[src/dram_pkg.sv]
package dram_pkg;

    // L2 side
    localparam int l2_req_width = 20;   // raw instruction word
    localparam int data_width   = 8;    // one byte per request

    // DRAM geometry
    localparam int num_of_banks = 8;
    localparam int num_of_rows  = 128;
    localparam int num_of_cols  = 8;

    // instruction field widths, msb down: 4 unused, bank, row, col, offset
    localparam int bank_bits   = 3;
    localparam int row_bits    = 7;
    localparam int col_bits    = 3;
    localparam int offset_bits = 3;    // decoded but never used

    // command codes on the cmd bus
    localparam logic [1:0] cmd_act = 2'd0;  // load row into buffer
    localparam logic [1:0] cmd_wr  = 2'd1;
    localparam logic [1:0] cmd_rd  = 2'd2;
    localparam logic [1:0] cmd_pre = 2'd3;  // write buffer back to bank

    // request FIFO
    localparam int req_buf_depth = 8;

endpackage

[src/dram_req_if.sv]
`timescale 1ns/1ps

interface dram_req_if;

    logic                             valid;
    logic                             rw;       // 1 = write
    logic [dram_pkg::bank_bits-1:0]   bank_id;
    logic [dram_pkg::row_bits-1:0]    row_id;
    logic [dram_pkg::col_bits-1:0]    col_id;
    logic [dram_pkg::data_width-1:0]  wdata;
    logic                             done;     // precharge finished

    // decode holds everything stable until done
    modport decode (
        output valid, rw, bank_id, row_id, col_id, wdata,
        input  done
    );

    modport execute (
        input  valid, rw, bank_id, row_id, col_id, wdata,
        output done
    );

endinterface

[src/l2_req_buffer.sv]
`timescale 1ns/1ps

module l2_req_buffer (
    input  logic                              clk,
    input  logic                              reset,
    input  logic                              wr_en,
    input  logic                              wr_rw,
    input  logic [dram_pkg::l2_req_width-1:0] wr_instr,
    input  logic [dram_pkg::data_width-1:0]   wr_data,
    input  logic                              rd_en,
    output logic                              empty,
    output logic                              full,
    output logic                              head_rw,
    output logic [dram_pkg::l2_req_width-1:0] head_instr,
    output logic [dram_pkg::data_width-1:0]   head_data
);

    logic                              rw_mem    [dram_pkg::req_buf_depth];
    logic [dram_pkg::l2_req_width-1:0] instr_mem [dram_pkg::req_buf_depth];
    logic [dram_pkg::data_width-1:0]   data_mem  [dram_pkg::req_buf_depth];

    logic [$clog2(dram_pkg::req_buf_depth)-1:0] wr_ptr;
    logic [$clog2(dram_pkg::req_buf_depth)-1:0] rd_ptr;
    logic [$clog2(dram_pkg::req_buf_depth+1)-1:0] count;
    logic do_wr;
    logic do_rd;

    assign do_wr = wr_en && !full;   // strobe while full is lost
    assign do_rd = rd_en && !empty;

    always_ff @(posedge clk) begin
        if (do_wr) begin
            rw_mem[wr_ptr]    <= wr_rw;
            instr_mem[wr_ptr] <= wr_instr;
            data_mem[wr_ptr]  <= wr_data;
        end
    end

    always_ff @(posedge clk) begin
        if (reset) begin
            wr_ptr <= '0;
            rd_ptr <= '0;
            count  <= '0;
        end else begin
            if (do_wr)
                wr_ptr <= (wr_ptr == dram_pkg::req_buf_depth - 1) ? '0 : wr_ptr + 1'b1;
            if (do_rd)
                rd_ptr <= (rd_ptr == dram_pkg::req_buf_depth - 1) ? '0 : rd_ptr + 1'b1;
            case ({do_wr, do_rd})
                2'b10:   count <= count + 1'b1;
                2'b01:   count <= count - 1'b1;
                default: ;   // both or neither, count holds
            endcase
        end
    end

    assign empty      = (count == 0);
    assign full       = (count == dram_pkg::req_buf_depth);
    assign head_rw    = rw_mem[rd_ptr];
    assign head_instr = instr_mem[rd_ptr];
    assign head_data  = data_mem[rd_ptr];

endmodule

[src/address_translate.sv]
`timescale 1ns/1ps

module address_translate (
    input  logic                              clk,
    input  logic                              reset,
    input  logic                              empty,
    input  logic                              head_rw,
    input  logic [dram_pkg::l2_req_width-1:0] head_instr,
    input  logic [dram_pkg::data_width-1:0]   head_data,
    output logic                              rd_en,
    dram_req_if.decode                        req
);

    logic take;

    // valid doubles as the busy flag
    assign take = !req.valid && !empty;

    always_ff @(posedge clk) begin
        if (reset) begin
            req.valid <= 1'b0;
            rd_en     <= 1'b0;
        end else begin
            rd_en <= take;               // pop in the cycle valid rises
            if (take)
                req.valid <= 1'b1;
            else if (req.done)
                req.valid <= 1'b0;       // gives a gap of one idle cycle at least
        end
    end

    // field slicing, offset bits at the bottom are skipped
    always_ff @(posedge clk) begin
        if (take) begin
            req.rw      <= head_rw;
            req.wdata   <= head_data;
            req.col_id  <= head_instr[dram_pkg::offset_bits +: dram_pkg::col_bits];
            req.row_id  <= head_instr[dram_pkg::offset_bits + dram_pkg::col_bits
                                      +: dram_pkg::row_bits];
            req.bank_id <= head_instr[dram_pkg::offset_bits + dram_pkg::col_bits
                                      + dram_pkg::row_bits +: dram_pkg::bank_bits];
        end
    end

endmodule

[src/dram_fsm.sv]
`timescale 1ns/1ps

module dram_fsm (
    input  logic                                   clk,
    input  logic                                   reset,
    dram_req_if.execute                            req,
    input  logic                                   cmd_ack,
    input  logic                                   dram_rdata,
    output logic                                   cmd_req,
    output logic [1:0]                             cmd,
    output logic [dram_pkg::num_of_banks-1:0]      bank_sel,
    output logic [dram_pkg::num_of_rows-1:0]       row_sel,
    output logic [dram_pkg::num_of_cols-1:0]       col_sel,
    output logic                                   buf_en,
    output logic                                   buf_rw,
    output logic [$clog2(dram_pkg::data_width)-1:0] bit_idx,
    output logic                                   dram_wdata,
    output logic                                   rd_bit_strobe
);

    enum logic [2:0] {idle, act, access, beats, pre} state;

    logic ack_seen;   // ack came high, now waiting for it to drop
    logic [$clog2(dram_pkg::data_width)-1:0] access_count;
    logic last_beat;

    assign last_beat = (access_count == dram_pkg::data_width - 1);

    always_ff @(posedge clk) begin
        if (reset) begin
            state        <= idle;
            cmd_req      <= 1'b0;
            ack_seen     <= 1'b0;
            access_count <= '0;
            req.done     <= 1'b0;
        end else begin
            req.done <= 1'b0;
            case (state)
                idle: begin
                    // done still high means decode has not dropped valid yet
                    if (req.valid && !req.done) begin
                        state   <= act;
                        cmd_req <= 1'b1;
                    end
                end
                act, access, pre: begin
                    if (!ack_seen) begin
                        if (cmd_ack) begin
                            cmd_req  <= 1'b0;
                            ack_seen <= 1'b1;
                        end
                    end else if (!cmd_ack) begin   // four-phase cycle complete
                        ack_seen <= 1'b0;
                        if (state == act) begin
                            state   <= access;
                            cmd_req <= 1'b1;
                        end else if (state == access) begin
                            state        <= beats;
                            access_count <= '0;
                        end else begin
                            state    <= idle;
                            req.done <= 1'b1;
                        end
                    end
                end
                beats: begin
                    access_count <= access_count + 1'b1;
                    if (last_beat) begin
                        state   <= pre;
                        cmd_req <= 1'b1;
                    end
                end
                default: state <= idle;
            endcase
        end
    end

    // command follows the state, so it is settled when cmd_req rises
    always_comb begin
        case (state)
            access:  cmd = req.rw ? dram_pkg::cmd_wr : dram_pkg::cmd_rd;
            pre:     cmd = dram_pkg::cmd_pre;
            default: cmd = dram_pkg::cmd_act;
        endcase
    end

    // one-hot selects, held by decode for the whole request
    assign bank_sel = {{(dram_pkg::num_of_banks-1){1'b0}}, 1'b1} << req.bank_id;
    assign row_sel  = {{(dram_pkg::num_of_rows-1){1'b0}}, 1'b1} << req.row_id;
    assign col_sel  = {{(dram_pkg::num_of_cols-1){1'b0}}, 1'b1} << req.col_id;

    assign buf_en        = (state == beats);
    assign buf_rw        = req.rw;
    assign bit_idx       = access_count;          // lsb first
    assign dram_wdata    = req.wdata[access_count];
    assign rd_bit_strobe = buf_en && !req.rw;

endmodule

[src/rsp_assemble.sv]
`timescale 1ns/1ps

module rsp_assemble (
    input  logic                            clk,
    input  logic                            reset,
    input  logic                            rd_bit_strobe,
    input  logic                            dram_rdata,
    output logic                            l2_rsp_strobe,
    output logic [dram_pkg::data_width-1:0] l2_rsp_data
);

    logic [$clog2(dram_pkg::data_width)-1:0] bit_cnt;
    logic [dram_pkg::data_width-1:0]         shift_reg;
    logic                                    last_bit;

    assign last_bit = (bit_cnt == dram_pkg::data_width - 1);

    always_ff @(posedge clk) begin
        if (reset) begin
            bit_cnt       <= '0;
            l2_rsp_strobe <= 1'b0;
        end else begin
            l2_rsp_strobe <= rd_bit_strobe && last_bit;   // one cycle after bit 7
            if (rd_bit_strobe)
                bit_cnt <= bit_cnt + 1'b1;
        end
    end

    // shift right, first bit ends up in bit 0
    always_ff @(posedge clk) begin
        if (rd_bit_strobe) begin
            shift_reg <= {dram_rdata, shift_reg[dram_pkg::data_width-1:1]};
            if (last_bit)
                l2_rsp_data <= {dram_rdata, shift_reg[dram_pkg::data_width-1:1]};
        end
    end

endmodule

[src/dram_ctrl.sv]
`timescale 1ns/1ps

module dram_ctrl (
    input  logic                                    clk,
    input  logic                                    reset,
    // L2 side
    input  logic                                    l2_req_strobe,
    input  logic                                    l2_rw_req,
    input  logic [dram_pkg::l2_req_width-1:0]       l2_req_instr,
    input  logic [dram_pkg::data_width-1:0]         l2_req_data,
    output logic                                    l2_req_full,
    output logic                                    l2_rsp_strobe,
    output logic [dram_pkg::data_width-1:0]         l2_rsp_data,
    // DRAM side
    output logic                                    cmd_req,
    input  logic                                    cmd_ack,
    output logic [1:0]                              cmd,
    output logic [dram_pkg::num_of_banks-1:0]       bank_sel,
    output logic [dram_pkg::num_of_rows-1:0]        row_sel,
    output logic [dram_pkg::num_of_cols-1:0]        col_sel,
    output logic                                    buf_en,
    output logic                                    buf_rw,
    output logic [$clog2(dram_pkg::data_width)-1:0] bit_idx,
    output logic                                    dram_wdata,
    input  logic                                    dram_rdata
);

    logic                              buf_empty;
    logic                              buf_rd_en;
    logic                              head_rw;
    logic [dram_pkg::l2_req_width-1:0] head_instr;
    logic [dram_pkg::data_width-1:0]   head_data;
    logic                              rd_bit_strobe;

    dram_req_if req_bus ();

    l2_req_buffer l2_req_buffer_i (
        .clk        (clk),
        .reset      (reset),
        .wr_en      (l2_req_strobe),
        .wr_rw      (l2_rw_req),
        .wr_instr   (l2_req_instr),
        .wr_data    (l2_req_data),
        .rd_en      (buf_rd_en),
        .empty      (buf_empty),
        .full       (l2_req_full),
        .head_rw    (head_rw),
        .head_instr (head_instr),
        .head_data  (head_data)
    );

    address_translate address_translate_i (
        .clk        (clk),
        .reset      (reset),
        .empty      (buf_empty),
        .head_rw    (head_rw),
        .head_instr (head_instr),
        .head_data  (head_data),
        .rd_en      (buf_rd_en),
        .req        (req_bus.decode)
    );

    dram_fsm dram_fsm_i (
        .clk           (clk),
        .reset         (reset),
        .req           (req_bus.execute),
        .cmd_ack       (cmd_ack),
        .dram_rdata    (dram_rdata),
        .cmd_req       (cmd_req),
        .cmd           (cmd),
        .bank_sel      (bank_sel),
        .row_sel       (row_sel),
        .col_sel       (col_sel),
        .buf_en        (buf_en),
        .buf_rw        (buf_rw),
        .bit_idx       (bit_idx),
        .dram_wdata    (dram_wdata),
        .rd_bit_strobe (rd_bit_strobe)
    );

    rsp_assemble rsp_assemble_i (
        .clk           (clk),
        .reset         (reset),
        .rd_bit_strobe (rd_bit_strobe),
        .dram_rdata    (dram_rdata),
        .l2_rsp_strobe (l2_rsp_strobe),
        .l2_rsp_data   (l2_rsp_data)
    );

endmodule

[config.mk]
export PLATFORM = sky130hd
export DESIGN_NAME = dram_ctrl
export DESIGN_NICKNAME = d
export VERILOG_FILES = /design/src/dram_pkg.sv /design/src/dram_req_if.sv /design/src/l2_req_buffer.sv /design/src/address_translate.sv /design/src/dram_fsm.sv /design/src/rsp_assemble.sv /design/src/dram_ctrl.sv
export SDC_FILE = /design/constraint.sdc
export NUM_CORES = 1
export LEC_CHECK = 0
export BUFFER_PORTS_ARGS = -buffer_cell sky130_fd_sc_hd__buf_2
export CORE_MARGIN = 2
export CORE_UTILIZATION = 50
export CTS_CLUSTER_SIZE = 10
export DETAILED_ROUTE_END_ITERATION = 16
export PLACE_DENSITY = 0.73
export RECOVER_POWER = 25
export SYNTH_ARGS = -nofsm -noshare
export SYNTH_HDL_FRONTEND = slang
export SYNTH_SLANG_ARGS = --single-unit
[constraint.sdc]
create_clock -name clk -period 11.6 [get_ports clk]
set_clock_uncertainty 0.1 [all_clocks]
set_input_delay 3.48 -clock clk [delete_from_list [all_inputs] [get_ports clk]]
set_output_delay 3.48 -clock clk [all_outputs]
set_load 0.01 [all_outputs]
-- After elaboration in Yosys (flattened, before gate mapping)
Memories as Yosys holds them, arrays and structs flattened. A register that Yosys moved wholly into a read port is not among the register bits.
Index checks and enable logic that the tools add are counted.
- flip-flop bits (word level): 41
- memory bits (writable): 232
- memories kept: 3
- $add $sub $neg: 6
- order comparisons: 1
- equal/unequal tests: 20
- shift-type cells: 3
- muxes and demuxes: 32
- bitwise operators: 2
- reductions and logical operators: 23
- memory list (memory ; words ; bits a word ; read ports ; clocked after Yosys merged registers in ; write ports ; line ; RTL):
    l2_req_buffer_i.instr_mem ; 8 ; 20 ; 1 ; 1 ; 1 ; l2_req_buffer.sv:19 ; logic [dram_pkg::l2_req_width-1:0] instr_mem [dram_pkg::req_buf_depth];
    l2_req_buffer_i.data_mem ; 8 ; 8 ; 1 ; 1 ; 1 ; l2_req_buffer.sv:20 ; logic [dram_pkg::data_width-1:0] data_mem [dram_pkg::req_buf_depth];
    l2_req_buffer_i.rw_mem ; 8 ; 1 ; 1 ; 1 ; 1 ; l2_req_buffer.sv:18 ; logic rw_mem [dram_pkg::req_buf_depth];
- operator list (kind ; count):
    << shifter 1 x 7 -> 128 bit (first input constant) ; 1
    two-way mux 3 bit ; 11
    << shifter 1 x 3 -> 8 bit (first input constant) ; 2
    equality test 3 bit (second input constant) ; 5
    two-way mux 1 bit ; 13
    adder 3 x 1 -> 3 bit (second input constant) ; 4
    one-hot mux 3 bit (3 select lines) ; 1
    one-hot mux 4 bit (2 select lines) ; 1
    equality test 3 x 2 -> 1 bit (second input constant) ; 2
    logical AND 1 bit ; 6
    inequality test 2 x 1 -> 1 bit (second input constant) ; 3
    inequality test 2 bit (second input constant) ; 3
    inequality test 3 x 2 -> 1 bit (second input constant) ; 2
    one-hot mux 3 bit (2 select lines) ; 1
    AND reduction 6 bit ; 1
    nonzero test 2 bit ; 3
    logical NOT 1 bit ; 5
    AND reduction 5 bit ; 1
    OR reduction 5 bit ; 1
    adder 4 x 1 -> 4 bit (second input constant) ; 1
    equality test 4 bit (second input constant) ; 1
    logical NOT 4 bit ; 1
    less-than comparator 3 x 4 -> 1 bit (second input constant) ; 1
    two-way mux 2 bit ; 2
    other kinds (14) ; 15

-- Longest topological paths before layout
Gate-level depths: netlist of run 1.
- word-level depth: 6
- depth in mapped cells: 11
- gate-level depth less buffers: 10

-- Modules after synthesis
Synthesis of run 1 repeated with hierarchy kept, for this count alone.
- cell total of the unflattened synthesis: 746
- area, all modules: 12456.9 µm²
- by module, submodules not included (module ; instances ; cells an instance ; area each (µm²)):
    l2_req_buffer ; 1 ; 414 ; 9565.4
    dram_fsm ; 1 ; 275 ; 1556.5
    address_translate ; 1 ; 28 ; 723.2
    rsp_assemble ; 1 ; 29 ; 611.8

-- Worst setup path before layout of run 1
OpenSTA, ideal clock, no wires.
- path type: in2reg
- start: in l2_req_strobe
- end: mem l2_req_buffer_i.data_mem[0][0] (netlist bit) (enable)
- library setup time: 0.457 ns
- arrival: 5.985 ns
- data required time: 11.043 ns
- setup slack: 5.058 ns
- cell stages on the path: 3
- cells stage by stage: a21bo_2 > buf_2 > nor4_1
- longest elaborated chain between the ends: 3
- RTL lines (what ; line ; RTL):
    start: declaration ; dram_ctrl.sv:7 ; input logic l2_req_strobe,
    logical AND 1 bit ; l2_req_buffer.sv:28 ; assign do_wr = wr_en && !full;
    two-way mux 1 bit ; l2_req_buffer.sv:32 ; if (do_wr) begin
    two-way mux 1 bit (implied by the code) ; l2_req_buffer.sv:35 ; data_mem[wr_ptr] <= wr_data;
    end: declaration ; l2_req_buffer.sv:20 ;
Every way passes these cells.

-- Worst setup path after layout of run 1
- start: reg address_translate_i.req.row_id[5] (read register of l2_req_buffer_i.instr_mem)
- end: out row_sel[95] (netlist bit)
- longest elaborated chain between the ends: 1
- RTL lines (what ; line ; RTL):
    start: declaration ; dram_req_if.sv:15 ; output valid, rw, bank_id, row_id, col_id, wdata,
    << shifter 1 x 7 -> 128 bit ; dram_fsm.sv:89 ; assign row_sel = {{(dram_pkg::num_of_rows-1){1'b0}}, 1'b1} << req.row_id;
    end: declaration ; dram_ctrl.sv:19 ; output logic [dram_pkg::num_of_rows-1:0] row_sel,
Every way passes these cells.

==> impl_metrics.toml, run 1 <==
[run_status]
outcome = "complete, but fails checks"
violations = "max-capacitance violations, max-slew violations"

[layout]
final_common_cell = "edfxtp_1"
largest_registers = "l2_req_buffer_i.instr_mem x104, l2_req_buffer_i.data_mem x64"
num-fill-cells = 1560
syn2layout_area_growth_pct = 18.75
multi_input_area_mm2 = 0.003075
drive_gt1_share_pct = 30.37
seqCellArea_mm2 = 0.006898
final_cell_mix = "213 x edfxtp_1, 177 x buf_2, 150 x nor2_1"
n_antenna_cell = 0
fin_nets = 893
largest_reg_flops = 104
top_register = "l2_req_buffer_i.instr_mem"

[cts]
ctsHoldBuffers = 0
clock-sinks = 238
clockRootBuffer = "clkbuf_16"
cts_max_level = 1
cts-resized-gates = 0
postCtsSetupRepairBufs = 0
cts_made_buffers = 27
clk_pin_slew_ns = 0.06
clock_latency_ns = 0.53
cts_tree = "yes"
cts_buffer_depth = 3

[power_and_ir_drop]
irDropWorstVdd_v = 0.0001187
seqPwrFrac_pct = 48.7
clkPwrFrac_pct = 32.5
p_leak_nw = 4.480
switching_share_pct = 28.29
comb_power_share_pct = 18.9
p_sw_w = 0.0006341
internal_power_w = 0.001607
power.density_mw_per_mm2 = 186.2

[route]
detail_route.iter0.violations = 413
drt_first_pass_iters = 5
drtAntennaViolNets = 0
drcViolationCount = 0
vias = 6120
avgViaCountPerCell = 5.435
wl_per_cell_um = 18.79
wl_um = 21150

[worst_setup_path]
startpoint_type = "register"
path_buf_inv = 1
reg2reg_from = "l2_req_buffer_i.rd_ptr[0]$_SDFFE_PP0P_"
critPathRequiredTime_ns = 8.02
worst_r2r_endpoint = "address_translate_i.req.row_id[3]$_DFFE_PP_"
rr_worst_depth = 3
arrival_ns = 2.12
critPathMaxStageDelay_ns = 0.60
path_max_fanout = 16
r2r_setup_slack_ns = 7.29
crit_path_end_kind = "output port"
worstSetupPathType = "register to output port"
crit_family = "simple AND/OR/NAND/NOR gates"
crit_chain = "nand3b_1 > nor2_1 > buf_2"
critPathSlowestCell = "nand3b_1"

[synthesis]
synthSimpleGateAreaFrac_pct = 11.69
syn_nets = 707
synthMuxAreaShare_pct = 14.86
ys_async_sr_fraction_pct = 0
ys_seq_area_share_pct = 68.05
yosysUniqueCellTypes = 41
synth_flop_cell = "edfxtp_1"
synthAdderAreaFrac_pct = 1.358
ys_seq_elements = 238
synth_top_family_by_area = "multiplexers"
yosys_warnings = 0
synthCells = 662
syn_area_mm2 = 0.01013
synth_edf_count = 213
syn_avg_cell_area_um2 = 15.31
synth_compound_gate_area_share_pct = 1.494
synth_xor_area_share_pct = 0.4321

[sta]
fmaxAchievable_mhz = 175.5
fin_hold_ws_ns = 0.3231
post-route-min-period_ns = 5.697
hold_viol_final = 0
maxSlewHeadroom_pct = -133.1
rsz0062_at_grt = "no"
period_share_pct = 49.11
slew_violations = 72
finalSetupViolations = 0
final.setup.tns_ns = 0
worst_pin_slew_ns = 3.497
finalWorstSetupSlack_ns = 5.903

[floorplan]
io-pin-count = 197
die_area_mm2 = 0.02142
start_util_pct = 50.57
core-area_mm2 = 0.02004
dieWidth_um = 146.4
rows = 52
die_y_um = 146.4

[placement]
dp_hpwl_um = 12330
io_buffers = 189
gp_congestion = 0.8216
place_ws_ns = 6.197

[global_routing]
globalRoute.totalOverflow = 0
grt_pass1_vias = 5805
grt_max_degree = 48
antenna_found_initial = 1
grt_usage_pct = 19.57
grt_pass1_wl_um = 32890

[min_path]
hp-start = "rsp_assemble_i.shift_reg[1]$_DFFE_PP_"
hold_class = "register to register"
worstHoldPathCells = 0
hold_end = "rsp_assemble_i.l2_rsp_data[0]$_DFFE_PP_"

[flow_run]
maxCapViolCount = 2
-- metal layers --
metal | vias to the layer above | track usage, % | part of all wire, %
met3 | 37 | 3.562 | 6.2
met4 | 2 | 4.660 | 1.7
met5 | - | 0 | 0.061
met2 | 226 | 33.02 | 49
li1 | 2854 | - | -
met1 | 3001 | 26.83 | 43
-- worst max path at each step --
stage / start / to / slack, ns / cells after the start
after floorplan: l2_req_strobe / l2_req_buffer_i.data_mem[0][0]$_DFFE_PP_ / 5.06 / 3
after global placement: l2_req_strobe / l2_req_buffer_i.count[3]$_SDFFE_PP0P_ / 6.23 / 7
after detailed placement: l2_req_strobe / l2_req_buffer_i.count[2]$_SDFFE_PP0P_ / 6.20 / 9
after CTS: address_translate_i.req.row_id[5]$_DFFE_PP_ / row_sel[10] / 5.92 / 3
after global routing: address_translate_i.req.row_id[1]$_DFFE_PP_ / row_sel[109] / 5.75 / 3
final: address_translate_i.req.row_id[5]$_DFFE_PP_ / row_sel[95] / 5.90 / 3
-- worst register-to-register path: stages, from the launching register on --
cell and delay (ns):
dfxtp_1 0.30, clkbuf_1 2.45, mux4_1 0.82, mux2_1 0.37
-- area by class of cell --
cell class | instances | share of cell area, %
clock inverter | 1 | 0.1663
tap | 270 | 2.807
timing repair buffer | 197 | 8.171
sequential | 238 | 57.31
clock buffer | 36 | 5.895
multi-input combinational | 381 | 25.55
inverter | 3 | 0.09356
-- cell usage after synthesis (all sizes together) (2+ instances only) --
library cell / count / area [um^2]
a21oi: 10 / 50.05
a22oi: 3 / 22.52
and2: 4 / 25.02
and3: 2 / 12.51
and3b: 5 / 43.79
buf: 14 / 103.9
clkbuf: 26 / 98.84
dfxtp: 25 / 500.5
edfxtp: 213 / 6396
ha: 11 / 137.6
inv: 3 / 11.26
mux2: 24 / 270.3
mux2i: 8 / 80.08
mux4: 46 / 1156
nand2: 34 / 127.6
nand2b: 6 / 37.54
nand3: 9 / 45.04
nand3b: 4 / 30.03
nor2: 154 / 578.1
nor2b: 12 / 75.07
nor3: 11 / 55.05
nor3b: 8 / 60.06
nor4: 3 / 18.77
o21ai: 6 / 30.03
or3: 4 / 25.02
or3b: 3 / 26.28
xor2: 4 / 35.03
-- power by group through the flow --
| stage | logic [W] | clock network, W | registers (W) |
|---|---|---|---|
| final | 0.000423 | 0.000728 | 0.00109 |
| after detailed placement | 0.000421 | 0 | 0.00111 |
| after global routing | 0.000465 | 0.000772 | 0.00110 |
| after CTS | 0.000424 | 0.000739 | 0.00109 |
| after floorplan | 0.000329 | 0 | 0.00107 |
| after global placement | 0.000413 | 0 | 0.00110 |
-- kinds of logic after synthesis --
logic type,count (synthesis)
compound gates,25
xor+xnor,5
fa+ha+maj,11
buf+inv,43
flops,238
mux,78
simple gates,262
-- per-stage QoR --
step	power (W)	util [%]	instance area (um^2)	cells
global route	0.002339	60.06	12040	1126
finish	0.002241	60.06	12040	1126
floorplan	0.001398	-	10130	662
detailed placement	0.001527	56.54	11330	1089
global placement	0.001514	56.54	11330	1089
CTS	0.002252	60.18	12060	1126
No activity file was read; power rests on OpenSTA's default activity.
==> run 2: changes to the inputs <==
==> constraint.sdc (replaced) <==
create_clock -name clk -period 5.94 [get_ports clk]
set_clock_uncertainty 0.1 [all_clocks]
set_input_delay 1.782 -clock clk [delete_from_list [all_inputs] [get_ports clk]]
set_output_delay 1.782 -clock clk [all_outputs]
set_load 0.01 [all_outputs]
==> run 2 against run 1 <==
Net effect: the flow still finishes with violations (max-capacitance violations, max-slew violations); clock-buffer cell count increased by 1; die area did not move; combinational power rose by 94%; non-clock buffer count increased by 1; critical endpoint is now row_sel[90]; largest power group unchanged; highest routed layer unchanged.
==> impl_metrics.toml, run 2 (synthesis results as in run 1) <==
[power_and_ir_drop]
power.density_mw_per_mm2 = 361.3
power_w = 0.004349
p_leak_nw = 4.475
irDropWorstVdd_v = 0.0002090

[floorplan]
rows = 52
die_area_mm2 = 0.02142
die_y_um = 146.4
start_util_pct = 50.57
dieWidth_um = 146.4
io-pin-count = 197
core-area_mm2 = 0.02004

[layout]
final_cell_mix = "213 x edfxtp_1, 173 x buf_2, 150 x nor2_1"
num-fill-cells = 1541
fin_nets = 894
syn2layout_area_growth_pct = 18.75
top_register = "l2_req_buffer_i.instr_mem"
final_common_cell = "edfxtp_1"
largest_reg_flops = 104
drive_gt1_share_pct = 30.65
n_antenna_cell = 0
largest_registers = "l2_req_buffer_i.instr_mem x104, l2_req_buffer_i.data_mem x64"

[sta]
worst_pin_slew_ns = 1.609
slew_violations = 24
hold_viol_final = 0
rsz0062_at_grt = "no"
period_share_pct = 66.72
fin_hold_ws_ns = 0.3228
finalSetupViolations = 0
final.setup.tns_ns = 0
maxSlewHeadroom_pct = -7.296
post-route-min-period_ns = 3.963
fmaxAchievable_mhz = 252.3

[global_routing]
grt_max_degree = 48
grt_pass1_vias = 5796
antenna_found_initial = 1
globalRoute.totalOverflow = 0
grt_pass1_wl_um = 32500
grt_usage_pct = 19.37

[worst_setup_path]
crit_chain = "nand3b_1 > nor2_1 > buf_2"
critPathRequiredTime_ns = 4.06
cp.depth = 3
reg2reg_from = "l2_req_buffer_i.count[0]$_SDFFE_PP0P_"
arrival_ns = 2.08
r2r_setup_slack_ns = 3.17
critPathSlowestCell = "nand3b_1"
path_buf_inv = 1
crit_path_end_kind = "output port"
worst_r2r_endpoint = "l2_req_buffer_i.count[3]$_SDFFE_PP0P_"
rr_worst_depth = 8
worstSetupPathType = "register to output port"
critPathMaxStageDelay_ns = 0.59
crit_family = "simple AND/OR/NAND/NOR gates"
path_max_fanout = 16
crit_start = "address_translate_i.req.row_id[5]$_DFFE_PP_"
endpoint = "row_sel[90]"
startpoint_type = "register"

[cts]
clock-sinks = 238
clk_pin_slew_ns = 0.05
postCtsSetupRepairBufs = 0
clock_latency_ns = 0.53
cts_buffer_depth = 3
cts-resized-gates = 0
ctsHoldBuffers = 0
cts_tree = "yes"
cts_max_level = 1
clockRootBuffer = "clkbuf_16"
cts_made_buffers = 27

[route]
drtAntennaViolNets = 0
avgViaCountPerCell = 5.400
wl_per_cell_um = 18.48
drt_first_pass_iters = 5
drcViolationCount = 0
vias = 6091
detail_route.iter0.violations = 384
wl_um = 20840

[run_status]
violations = "max-capacitance violations, max-slew violations"
outcome = "complete, but fails checks"

[flow_run]
maxCapViolCount = 1

[placement]
gp_congestion = 0.8201
io_buffers = 189
dp_hpwl_um = 12460

[min_path]
hold_class = "register to register"
-- run 2: stage by stage --
step                      instances  area (um^2)  worst slack (ns)  util, %
final                          1128        12040             1.977    60.06
after detailed placement       1090        11340             2.121    56.57
after global placement         1090        11340             2.169    56.57
after CTS                      1128        12060             1.972    60.18
after floorplan                 662        10130             1.096        -
after global routing           1128        12040             1.762    60.06
-- run 2: metal layers --
layer	up-vias	track usage, %	share of wire (%)
met1	2973	26.68	43
li1	2859	-	-
met2	219	31.86	49
met4	2	5.437	2.2
met3	38	3.906	6.3
met5	-	0	0.062
-- run 2: cell type report --
cell class              instances  area (um^2)  area share, %
inverters                       3        11.26        0.09356
flip-flops and latches        238         6899          57.32
well taps                     270        337.8          2.807
clock inverters                 1        8.758        0.07277
repair buffers                198        989.7          8.223
clock buffers                  37        713.2          5.926
multi-input cells             381         3075          25.55
-- run 2: worst min path at each step --
stage / from / depth (start not counted) / slack, ns / to
5_1_grt: rsp_assemble_i.shift_reg[1]$_DFFE_PP_ / 0 / 0.33 / rsp_assemble_i.l2_rsp_data[0]$_DFFE_PP_
2_1_floorplan: rsp_assemble_i.shift_reg[1]$_DFFE_PP_ / 0 / 0.30 / rsp_assemble_i.l2_rsp_data[0]$_DFFE_PP_
4_1_cts: rsp_assemble_i.shift_reg[1]$_DFFE_PP_ / 0 / 0.32 / rsp_assemble_i.l2_rsp_data[0]$_DFFE_PP_
6_report: rsp_assemble_i.shift_reg[1]$_DFFE_PP_ / 0 / 0.32 / rsp_assemble_i.l2_rsp_data[0]$_DFFE_PP_
3_3_place_gp: rsp_assemble_i.shift_reg[1]$_DFFE_PP_ / 0 / 0.30 / rsp_assemble_i.l2_rsp_data[0]$_DFFE_PP_
3_5_place_dp: rsp_assemble_i.shift_reg[1]$_DFFE_PP_ / 0 / 0.31 / rsp_assemble_i.l2_rsp_data[0]$_DFFE_PP_
-- run 2: worst reg2reg max path, cell delays in order (launching register included) --
cell      delay (ns)
dfxtp_1         0.36
nor4_1          0.53
nand2b_1        0.29
inv_1           0.09
ha_1            0.41
nor4b_1         0.31
o21ai_0         0.11
o31ai_1         0.09
mux2_2          0.37
-- run 2: power breakdown --
part / total [W] / internal (W) / switching (W)
clock: 0.00140 / 0.000820 / 0.000579
combinational: 0.000821 / 0.000313 / 0.000508
sequential: 0.00213 / 0.00200 / 0.000131
total: 0.00435 / 0.00313 / 0.00122
